**config.mk**
```make
export PLATFORM = sky130hd
export DESIGN_NAME = rvCore
export DESIGN_NICKNAME = d
export VERILOG_FILES = /design/src/design/rvPkg.sv /design/src/design/controlDecoder.sv /design/src/design/immExtend.sv /design/src/design/regFile.sv /design/src/design/aluExecute.sv /design/src/design/loadStoreUnit.sv /design/src/design/pcUnit.sv /design/src/design/rvCore.sv
export SDC_FILE = /design/constraint.sdc
export NUM_CORES = 2
export LEC_CHECK = 0
export BUFFER_PORTS_ARGS = -buffer_cell sky130_fd_sc_hd__buf_4
export CELL_PAD_IN_SITES_DETAIL_PLACEMENT = 1
export CELL_PAD_IN_SITES_GLOBAL_PLACEMENT = 1
export CORE_MARGIN = 2
export CORE_UTILIZATION = 55
export CTS_BUF_LIST = sky130_fd_sc_hd__clkbuf_8
export CTS_CLUSTER_SIZE = 16
export DETAILED_ROUTE_END_ITERATION = 8
export PLACE_DENSITY_LB_ADDON = 0.1
export SETUP_SLACK_MARGIN = 0.3
export SYNTH_ARGS = -nofsm -noshare
export SYNTH_HDL_FRONTEND = slang
export SYNTH_SLANG_ARGS = --single-unit
export TNS_END_PERCENT = 5
```
**constraint.sdc**
```tcl
create_clock -name clk -period 24.3 [get_ports clk]
set_input_delay 1.215 -clock clk [delete_from_list [all_inputs] [get_ports clk]]
set_output_delay 1.215 -clock clk [all_outputs]
set_load 0.005 [all_outputs]
```
**src/design/rvPkg.sv**
```systemverilog
`default_nettype none

package rvPkg;

    typedef logic [31:0] wordT;                 // data, address and instruction word

    // major opcodes, instr[6:0]
    typedef enum logic [6:0] {
        OpImm    = 7'b0010011,                  // addi .. srai
        OpReg    = 7'b0110011,                  // add .. and
        OpLui    = 7'b0110111,
        OpAuipc  = 7'b0010111,
        OpBranch = 7'b1100011,                  // beq .. bgeu
        OpLoad   = 7'b0000011,                  // lb .. lhu
        OpStore  = 7'b0100011,                  // sb, sh, sw
        OpJal    = 7'b1101111,
        OpJalr   = 7'b1100111                   // i-type layout
    } opcodeT;

    typedef enum logic [2:0] {
        ImmI = 3'd0,                            // alu imm, loads, jalr
        ImmS = 3'd1,                            // stores
        ImmB = 3'd2,                            // branch offset
        ImmU = 3'd3,                            // lui, auipc
        ImmJ = 3'd4                             // jal offset
    } immSelT;

    typedef enum logic [3:0] {
        AluAdd   = 4'd0,
        AluSub   = 4'd1,                        // also branch compare
        AluSll   = 4'd2,
        AluSlt   = 4'd3,
        AluSltu  = 4'd4,
        AluXor   = 4'd5,
        AluSrl   = 4'd6,
        AluSra   = 4'd7,
        AluOr    = 4'd8,
        AluAnd   = 4'd9,
        AluPassB = 4'd10                        // lui passes imm through
    } aluOpT;

    typedef enum logic [1:0] {
        ResAlu     = 2'd0,
        ResLoad    = 2'd1,
        ResPcPlus4 = 2'd2                       // link value for jal/jalr
    } resultSelT;

    typedef enum logic [1:0] {
        PcPlus4  = 2'd0,
        PcTarget = 2'd1,                        // pc + imm, taken branch or jal
        PcJalr   = 2'd2                         // rs1 + imm, bit 0 cleared
    } pcSelT;

endpackage

`default_nettype wire

```
**src/design/controlDecoder.sv**
```systemverilog
`timescale 1ns/100ps
`default_nettype none

module controlDecoder (
    input  rvPkg::wordT      instr,
    input  logic             branchTaken,   // compare result from the alu
    output logic             regWrite,
    output logic             memWrite,
    output rvPkg::aluOpT     aluOp,
    output logic             aluSrcImm,     // opB from immediate
    output logic             aluSrcPc,      // opA from pc, auipc only
    output rvPkg::immSelT    immSel,
    output rvPkg::resultSelT resultSel,
    output rvPkg::pcSelT     pcSel
);
    import rvPkg::*;

    opcodeT     opcode;
    logic [2:0] func3;
    logic       func7Alt;                   // instr[30], sub and sra
    aluOpT      arithOp;                    // alu op for OpImm / OpReg
    pcSelT      pcReq;                      // pc source before branch flag

    assign opcode   = opcodeT'(instr[6:0]);
    assign func3    = instr[14:12];
    assign func7Alt = instr[30];

    // func3 picks the operation, func7 bit 5 the variant
    always_comb begin
        case (func3)
            3'b000:  arithOp = (opcode == OpReg && func7Alt) ? AluSub : AluAdd; // no subi
            3'b001:  arithOp = AluSll;
            3'b010:  arithOp = AluSlt;
            3'b011:  arithOp = AluSltu;
            3'b100:  arithOp = AluXor;
            3'b101:  arithOp = func7Alt ? AluSra : AluSrl; // srai uses the same bit
            3'b110:  arithOp = AluOr;
            default: arithOp = AluAnd;
        endcase
    end

    always_comb begin
        regWrite  = 1'b0;                   // unknown opcodes retire as no-ops
        memWrite  = 1'b0;
        aluOp     = AluAdd;
        aluSrcImm = 1'b0;
        aluSrcPc  = 1'b0;
        immSel    = ImmI;
        resultSel = ResAlu;
        pcReq     = PcPlus4;
        case (opcode)
            OpImm: begin
                regWrite  = 1'b1;
                aluOp     = arithOp;
                aluSrcImm = 1'b1;
            end
            OpReg: begin
                regWrite  = 1'b1;
                aluOp     = arithOp;        // rs1 op rs2
            end
            OpLui: begin
                regWrite  = 1'b1;
                aluOp     = AluPassB;       // rd = imm
                aluSrcImm = 1'b1;
                immSel    = ImmU;
            end
            OpAuipc: begin
                regWrite  = 1'b1;           // rd = pc + imm, no redirect
                aluSrcImm = 1'b1;
                aluSrcPc  = 1'b1;
                immSel    = ImmU;
            end
            OpBranch: begin
                aluOp     = AluSub;
                immSel    = ImmB;
                pcReq     = PcTarget;       // qualified by branchTaken below
            end
            OpLoad: begin
                regWrite  = 1'b1;
                aluSrcImm = 1'b1;           // address = rs1 + imm
                resultSel = ResLoad;
            end
            OpStore: begin
                memWrite  = 1'b1;
                aluSrcImm = 1'b1;
                immSel    = ImmS;
            end
            OpJal: begin
                regWrite  = 1'b1;
                immSel    = ImmJ;
                resultSel = ResPcPlus4;     // link
                pcReq     = PcTarget;
            end
            OpJalr: begin
                regWrite  = 1'b1;
                aluSrcImm = 1'b1;
                resultSel = ResPcPlus4;
                pcReq     = PcJalr;         // target formed in pcUnit
            end
            default: begin
            end
        endcase
    end

    // branch falls through when the compare fails
    assign pcSel = (opcode == OpBranch && !branchTaken) ? PcPlus4 : pcReq;

endmodule

`default_nettype wire

```
**src/design/immExtend.sv**
```systemverilog
`timescale 1ns/100ps
`default_nettype none

module immExtend (
    input  rvPkg::wordT   instr,
    input  rvPkg::immSelT immSel,
    output rvPkg::wordT   imm
);
    import rvPkg::*;

    logic signBit;                          // instr[31] is the sign in every format

    assign signBit = instr[31];

    always_comb begin
        case (immSel)
            ImmI: begin
                imm = {{20{signBit}}, instr[31:20]}; // shamt uses low 5 bits only
            end
            ImmS: begin
                imm = {{20{signBit}}, instr[31:25], instr[11:7]};
            end
            ImmB: begin
                imm = {{19{signBit}}, signBit, instr[7], instr[30:25],
                       instr[11:8], 1'b0};  // halfword offset
            end
            ImmU: begin
                imm = {instr[31:12], 12'b0}; // upper 20 bits
            end
            ImmJ: begin
                imm = {{11{signBit}}, signBit, instr[19:12], instr[20],
                       instr[30:21], 1'b0};
            end
            default: begin
                imm = '0;
            end
        endcase
    end

endmodule

`default_nettype wire

```
**src/design/regFile.sv**
```systemverilog
`timescale 1ns/100ps
`default_nettype none

module regFile #(
    parameter int NumRegs = 32              // 16 for an rv32e sized file
) (
    input  logic        clk,
    input  logic        arstN,
    input  logic [4:0]  rs1Addr,
    input  logic [4:0]  rs2Addr,
    input  logic [4:0]  rdAddr,
    input  logic        rdWe,
    input  rvPkg::wordT rdData,
    output rvPkg::wordT rs1Data,
    output rvPkg::wordT rs2Data
);
    import rvPkg::*;

    wordT regs [NumRegs];

    always_ff @(posedge clk or negedge arstN) begin
        if (!arstN) begin
            for (int i = 0; i < NumRegs; i++) begin
                regs[i] <= '0;
            end
        end else if (rdWe && rdAddr != 5'd0 && int'(rdAddr) < NumRegs) begin
            regs[rdAddr] <= rdData;         // x0 never written
        end
    end

    // x0 and unimplemented registers read as zero
    assign rs1Data = (rs1Addr == 5'd0 || int'(rs1Addr) >= NumRegs) ? '0 : regs[rs1Addr];
    assign rs2Data = (rs2Addr == 5'd0 || int'(rs2Addr) >= NumRegs) ? '0 : regs[rs2Addr];

endmodule

`default_nettype wire

```
**src/design/aluExecute.sv**
```systemverilog
`timescale 1ns/100ps
`default_nettype none

module aluExecute (
    input  rvPkg::wordT  opA,
    input  rvPkg::wordT  opB,
    input  rvPkg::aluOpT aluOp,
    input  logic [2:0]   branchFunc,        // func3 of the branch
    output rvPkg::wordT  result,
    output logic         branchTaken
);
    import rvPkg::*;

    logic [4:0] shamt;                      // rs2[4:0] or imm[4:0]
    logic       ltSigned;
    logic       ltUnsigned;

    assign shamt      = opB[4:0];
    assign ltSigned   = $signed(opA) < $signed(opB);
    assign ltUnsigned = opA < opB;

    always_comb begin
        case (aluOp)
            AluAdd:   result = opA + opB;
            AluSub:   result = opA - opB;
            AluSll:   result = opA << shamt;
            AluSlt:   result = {31'b0, ltSigned};
            AluSltu:  result = {31'b0, ltUnsigned};
            AluXor:   result = opA ^ opB;
            AluSrl:   result = opA >> shamt;
            AluSra:   result = wordT'($signed(opA) >>> shamt); // keeps the sign
            AluOr:    result = opA | opB;
            AluAnd:   result = opA & opB;
            AluPassB: result = opB;          // lui
            default:  result = '0;
        endcase
    end

    // decoder only looks at this for branch opcodes
    always_comb begin
        case (branchFunc)
            3'b000:  branchTaken = (opA == opB);   // beq
            3'b001:  branchTaken = (opA != opB);   // bne
            3'b100:  branchTaken = ltSigned;       // blt
            3'b101:  branchTaken = !ltSigned;      // bge
            3'b110:  branchTaken = ltUnsigned;     // bltu
            3'b111:  branchTaken = !ltUnsigned;    // bgeu
            default: branchTaken = 1'b0;
        endcase
    end

endmodule

`default_nettype wire

```
**src/design/loadStoreUnit.sv**
```systemverilog
`timescale 1ns/100ps
`default_nettype none

module loadStoreUnit (
    input  rvPkg::wordT addr,               // alu result
    input  rvPkg::wordT storeData,          // rs2
    input  logic [2:0]  sizeFunc,           // func3, bit 2 = unsigned load
    input  logic        memWrite,
    input  rvPkg::wordT rdata,
    output rvPkg::wordT dataWdata,
    output logic [3:0]  dataBe,
    output logic        dataWe,
    output rvPkg::wordT loadData
);
    import rvPkg::*;

    logic [1:0] byteOff;                    // byte lane within the word
    logic [3:0] beRaw;                      // enables before the write qualifier
    wordT       laneData;                   // addressed byte/half moved to bit 0

    assign byteOff = addr[1:0];
    assign dataWe  = memWrite;              // single-cycle strobe

    // store data copied to every lane so the enables pick it out
    always_comb begin
        case (sizeFunc[1:0])
            2'b00: begin                    // sb
                dataWdata = {4{storeData[7:0]}};
                beRaw     = 4'b0001 << byteOff;
            end
            2'b01: begin                    // sh
                dataWdata = {2{storeData[15:0]}};
                beRaw     = byteOff[1] ? 4'b1100 : 4'b0011;
            end
            default: begin                  // sw
                dataWdata = storeData;
                beRaw     = 4'b1111;
            end
        endcase
    end

    assign dataBe = memWrite ? beRaw : 4'b0000;

    // load side
    assign laneData = rdata >> {byteOff, 3'b000};

    always_comb begin
        case (sizeFunc)
            3'b000:  loadData = {{24{laneData[7]}}, laneData[7:0]};   // lb
            3'b001:  loadData = {{16{laneData[15]}}, laneData[15:0]}; // lh
            3'b100:  loadData = {24'b0, laneData[7:0]};               // lbu
            3'b101:  loadData = {16'b0, laneData[15:0]};              // lhu
            default: loadData = laneData;                              // lw
        endcase
    end

endmodule

`default_nettype wire

```
**src/design/pcUnit.sv**
```systemverilog
`timescale 1ns/100ps
`default_nettype none

module pcUnit #(
    parameter rvPkg::wordT ResetPc = '0
) (
    input  logic          clk,
    input  logic          arstN,
    input  rvPkg::pcSelT  pcSel,
    input  rvPkg::wordT   imm,
    input  rvPkg::wordT   jalrBase,         // rs1
    output rvPkg::wordT   pc,
    output rvPkg::wordT   pcPlus4
);
    import rvPkg::*;

    wordT pcNext;
    wordT pcTarget;                         // branch / jal
    wordT jalrTarget;

    assign pcPlus4    = pc + 32'd4;
    assign pcTarget   = pc + imm;
    assign jalrTarget = (jalrBase + imm) & ~32'd1; // lsb dropped per spec

    always_comb begin
        case (pcSel)
            PcTarget: pcNext = pcTarget;
            PcJalr:   pcNext = jalrTarget;
            default:  pcNext = pcPlus4;
        endcase
    end

    always_ff @(posedge clk or negedge arstN) begin
        if (!arstN) begin
            pc <= ResetPc;
        end else begin
            pc <= pcNext;                   // one instruction per cycle
        end
    end

endmodule

`default_nettype wire

```
**src/design/rvCore.sv**
```systemverilog
`timescale 1ns/100ps
`default_nettype none

module rvCore #(
    parameter int          NumRegs = 32,
    parameter rvPkg::wordT ResetPc = '0
) (
    input  logic        clk,
    input  logic        arstN,
    input  rvPkg::wordT instr,              // returns combinationally from instrAddr
    output rvPkg::wordT instrAddr,
    output rvPkg::wordT dataAddr,
    output rvPkg::wordT dataWdata,
    output logic [3:0]  dataBe,
    output logic        dataWe,
    input  rvPkg::wordT dataRdata,
    output logic        retireValid,
    output rvPkg::wordT retirePc,
    output logic        rdWe,
    output logic [4:0]  rdAddr,
    output rvPkg::wordT rdData
);
    import rvPkg::*;

    logic      regWrite;
    logic      memWrite;
    aluOpT     aluOp;
    logic      aluSrcImm;
    logic      aluSrcPc;
    immSelT    immSel;
    resultSelT resultSel;
    pcSelT     pcSel;
    logic      branchTaken;
    logic [2:0] func3;                      // branch kind and access size
    wordT      imm;
    wordT      rs1Data;
    wordT      rs2Data;
    wordT      opA;
    wordT      opB;
    wordT      aluResult;
    wordT      loadData;
    wordT      pc;
    wordT      pcPlus4;

    assign func3 = instr[14:12];

    // decode
    controlDecoder decoder_i (
        .instr(instr), .branchTaken(branchTaken), .regWrite(regWrite),
        .memWrite(memWrite), .aluOp(aluOp), .aluSrcImm(aluSrcImm),
        .aluSrcPc(aluSrcPc), .immSel(immSel), .resultSel(resultSel), .pcSel(pcSel)
    );

    immExtend immExtend_i (.instr(instr), .immSel(immSel), .imm(imm));

    regFile #(.NumRegs(NumRegs)) regFile_i (
        .clk(clk), .arstN(arstN), .rs1Addr(instr[19:15]), .rs2Addr(instr[24:20]),
        .rdAddr(rdAddr), .rdWe(rdWe), .rdData(rdData),
        .rs1Data(rs1Data), .rs2Data(rs2Data)
    );

    // execute
    assign opA = aluSrcPc ? pc : rs1Data;   // pc only for auipc
    assign opB = aluSrcImm ? imm : rs2Data;

    aluExecute alu_i (
        .opA(opA), .opB(opB), .aluOp(aluOp), .branchFunc(func3),
        .result(aluResult), .branchTaken(branchTaken)
    );

    // result
    loadStoreUnit lsu_i (
        .addr(aluResult), .storeData(rs2Data), .sizeFunc(func3), .memWrite(memWrite),
        .rdata(dataRdata), .dataWdata(dataWdata), .dataBe(dataBe), .dataWe(dataWe),
        .loadData(loadData)
    );

    pcUnit #(.ResetPc(ResetPc)) pcUnit_i (
        .clk(clk), .arstN(arstN), .pcSel(pcSel), .imm(imm), .jalrBase(rs1Data),
        .pc(pc), .pcPlus4(pcPlus4)
    );

    // writeback select
    always_comb begin
        case (resultSel)
            ResLoad:    rdData = loadData;
            ResPcPlus4: rdData = pcPlus4;   // jal / jalr link
            default:    rdData = aluResult;
        endcase
    end

    assign rdWe      = regWrite;
    assign rdAddr    = instr[11:7];
    assign dataAddr  = aluResult;           // rs1 + imm for loads and stores
    assign instrAddr = pc;
    assign retirePc  = pc;
    assign retireValid = arstN;             // every cycle out of reset retires one instr

endmodule

`default_nettype wire

```
==> results.yml <==
status:
  status: "finished with violations"
  failed_checks: "design-rule violations"
die:
  io-pin-count: 238
  initial_core_util_pct: 55.38
  die_h_um: 362.1
  coreArea_mm2: 0.1274
  std_cell_rows: 131
  die-area_mm2: 0.1311
  die_w_um: 362.1
sta:
  finalCritPeriodShare_pct: 54.68
  drv_slew: 0
  rsz0062_at_grt: "false"
  setup_ws_ps: 11010
  setup_viol: 0
  fmax_mhz: 75.26
  period_minus_slack_ps: 13290
  finClkSkew_ps: 67.00
  fin_tns_setup_ps: 0
  worst_pin_slew_ps: 1299
  hold_viol_final: 0
  relSlewSlack_pct: 12.14
routing:
  drt_iter0_markers: 10040
  drc_errors: 6
  antenna_left: 0
  via_per_inst: 7.543
  wl_um: 339700
  first_pass_iters: 9
  wl_per_cell_um: 37.68
  dr_total_vias: 67990
global_routing:
  grt_pass1_vias: 69500
  grt_first_pass_wirelength_um: 488500
  grt_max_degree: 171
  antenna_found_initial: 23
  track_usage_pct: 51.19
  gr-total-overflow: 0
clocking:
  ctsResizeCount: 0
  clock-sinks: 1056
  clk_pin_slew_ps: 60
  cts_setup_buffers: 0
  numCtsBuffers: 180
  htree_levels: 4
  cts_tree: "done"
  cts_root_buf: "clkbuf_8"
  clk_latency_ps: 940
  ctsLongestPathBuffers: 3
  ctsHoldBuffers: 0
placement:
  dp.cells: 8682
  numPortBuffers: 237
  pre_cts_slack_ps: 11380
  gp_congestion: 1.063
  place_hpwl_um: 222300
logic_synthesis:
  synthFlopType: "dfrtp_1"
  ys_seq_elements: 1056
  synth_edf_count: 0
  synth_area_per_cell_um2: 9.594
  syn_area_mm2: 0.07053
  ys_warn_count: 0
  syn_inst: 7351
  syn_nets: 7584
  synth_cell_types: 118
  seq_area_frac_synth_pct: 37.47
  async_flop_share_pct: 100.0
critical_path:
  slowest_delay_ps: 890
  path_class: "input port to output port"
  critPathLaunchType: "input port"
  crit_family: "compound AO/OA/AOI/OAI gates"
  cp.arrival_ps: 12070
  cp_max_fo: 75
  crit_buf_inv: 9
  worst_ep_required_time_ps: 23080
  crit_slowest_cell: "a2bb2oi_4"
  cp_common_cell: "buf_4"
  end_kind: "output port"
finish:
  fin_cells: 9014
  final_util_pct: 60.14
  layout.nets: 7435
  drive_above_1_share_pct: 18.78
  area_growth_pct: 8.595
power_and_ir_drop:
  powerDensity_mw_per_mm2: 70.03
  p_leak_nw: 34.90
  power_mw: 5.364
  irDropWorstVdd_mv: 0.07011
hold_path:
  hold_class: "input port to asynchronous set/reset pin"
flow_run:
  cap_violations: 0
final timing paths:
path	start	cells past startpoint	end	slack, ps
worst min register to register	regFile_i.regs[996]$_DFFE_PN0P_	0	regFile_i.regs[996]$_DFFE_PN0P_	400
max in group asynchronous	arstN	5	regFile_i.regs[885]$_DFFE_PN0P_	20090
worst max register to register	regFile_i.regs[3]$_DFFE_PN0P_	25	regFile_i.regs[786]$_DFFE_PN0P_	15830
worst max-delay path	instr[20]	27	rdData[18]	11010
worst min-delay path	arstN	1	regFile_i.regs[593]$_DFFE_PN0P_	180
min in group clk	regFile_i.regs[996]$_DFFE_PN0P_	0	regFile_i.regs[996]$_DFFE_PN0P_	400
routing by layer:
| layer | vias up | part of all wire, % | GRT usage [%] |
|---|---|---|---|
| li1 | 26610 | - | - |
| met1 | 34350 | 36 | 63.83 |
| met2 | 5351 | 42 | 72.96 |
| met3 | 1655 | 13 | 18.73 |
| met4 | 24 | 8.8 | 37.54 |
| met5 | - | 0.061 | 0 |
cell families after synthesis:
| family | after synthesis | share of synthesized area [%] |
|---|---|---|
| AOI/OAI and AO/OA | 2161 | 19.86 |
| xor gates and xnor gates | 113 | 1.403 |
| adders and majority gates | 167 | 3.005 |
| buffers and inverters | 924 | 6.021 |
| DFF | 1056 | 37.47 |
| muxes | 1034 | 20.81 |
| and+or+nand+nor | 1896 | 11.43 |
flip-flops by register name (all words and copies together), names as in the netlist:
register        cells
regFile_i.regs   1024
pcUnit_i.pc        32
synth_stat cells, drive strengths merged (8+ instances only):
library cell / instances / area [um^2]
nor2b: 27 / 168.9
ha: 163 / 2039
o21bai: 32 / 240.2
or2: 16 / 100.1
o221ai: 44 / 402.9
a2bb2oi: 9 / 103.9
nand3: 75 / 385.4
nor3: 48 / 256.5
o22ai: 68 / 439.2
o41ai: 8 / 88.84
o21a: 10 / 75.07
mux2: 167 / 1884
nor4: 13 / 121.4
o31ai: 270 / 2205
nand2: 1223 / 4593
a31oi: 22 / 137.6
mux2i: 540 / 5429
buf: 267 / 1778
or3: 15 / 93.84
a221oi: 54 / 485.5
nor2: 319 / 1216
xor2: 39 / 341.6
and2: 28 / 175.2
nand2b: 31 / 193.9
o21ai: 842 / 4255
and3: 31 / 193.9
dfrtp: 1056 / 26430
a222oi: 14 / 140.1
a21o: 63 / 473.0
mux4: 327 / 7365
a22o: 13 / 113.9
a211oi: 53 / 420.4
xnor2: 74 / 648.1
a211o: 18 / 157.7
or4: 26 / 195.2
nand4: 10 / 62.56
o211ai: 37 / 277.8
inv: 169 / 636.9
a2111oi: 13 / 121.4
a22oi: 186 / 1396
a21oi: 310 / 1563
clkbuf: 486 / 1824
o22a: 11 / 96.34
where the power goes:
part	total [mW]	leakage (nW)	internal, mW	switching, mW
registers	2.02	14.6	1.87	0.152
clock network	1.73	2.16	0.902	0.828
logic	1.61	18.2	0.546	1.07
total	5.36	34.9	3.32	2.05
metrics by stage:
| step | cell area, um^2 | hold slack [ps] |
|---|---|---|
| after global routing | 76570 | 190.6 |
| after detailed placement | 72780 | 388.0 |
| final | 76590 | 179.9 |
| after floorplan | 70530 | 441.3 |
| after global placement | 72780 | 379.9 |
| after CTS | 76560 | 155.9 |
worst reg2reg max path, stage by stage (launching register included):
cell       delay, ps
dfrtp_1          400
mux4_2           530
a22o_1           250
a2111oi_0        370
a211o_1          700
o21ai_4           60
buf_4            330
ha_1             480
inv_1            160
o21a_1           150
o21ai_0           90
a21oi_1          330
o21ai_0          220
a21boi_0         720
o311a_1          290
a211oi_1          60
buf_4            180
o2111a_1         270
a211oi_4         210
buf_4            360
inv_4            200
nand3_2          150
o22ai_4          120
o31ai_4          530
a2bb2oi_4        890
o31ai_1          280
placed cells by master, fill, tap and decap left out, types with 14 or more instances in the layout:
cell type | netlist | final
or4_1 | 26 | 26
xor2_1 | 39 | 39
nand3_1 | 73 | 71
xnor2_1 | 74 | 74
mux4_2 | 327 | 327
or3_1 | 15 | 14
a22oi_1 | 186 | 186
a221oi_1 | 52 | 52
a211o_1 | 18 | 18
a211oi_1 | 50 | 48
nand2_1 | 1222 | 1194
o21ai_1 | 143 | 142
o31ai_1 | 238 | 238
mux2i_1 | 536 | 536
a21oi_1 | 309 | 305
o31ai_2 | 30 | 30
inv_1 | 153 | 204
inv_2 | 15 | 17
mux2_2 | 162 | 162
a31oi_1 | 22 | 22
nand2b_1 | 31 | 29
nor2_1 | 317 | 308
nand2_4 | 0 | 28
and2_1 | 27 | 25
o22ai_1 | 67 | 67
a21o_1 | 63 | 62
buf_4 | 102 | 411
o211ai_1 | 37 | 37
o21ai_0 | 688 | 685
and3_1 | 31 | 31
o221ai_1 | 43 | 43
ha_1 | 163 | 163
clkbuf_8 | 0 | 231
clkinv_2 | 0 | 22
dfrtp_1 | 1056 | 1056
o21bai_1 | 32 | 29
nor3_1 | 46 | 45
nor2b_1 | 27 | 21
a222oi_1 | 14 | 14
final cells by class:
type / count / area, um^2
Inverter: 171 / 644.4
Antenna cell: 10 / 25.02
Clock buffer: 231 / 3179
Tap cell: 1662 / 2079
Multi-Input combinational cell: 5371 / 40360
Sequential cell: 1056 / 26430
Timing Repair Buffer: 422 / 3277
Clock inverter: 91 / 599.3
Fill cell: 13950 / 50760
Note: power is estimated with default switching activity, not from simulation.
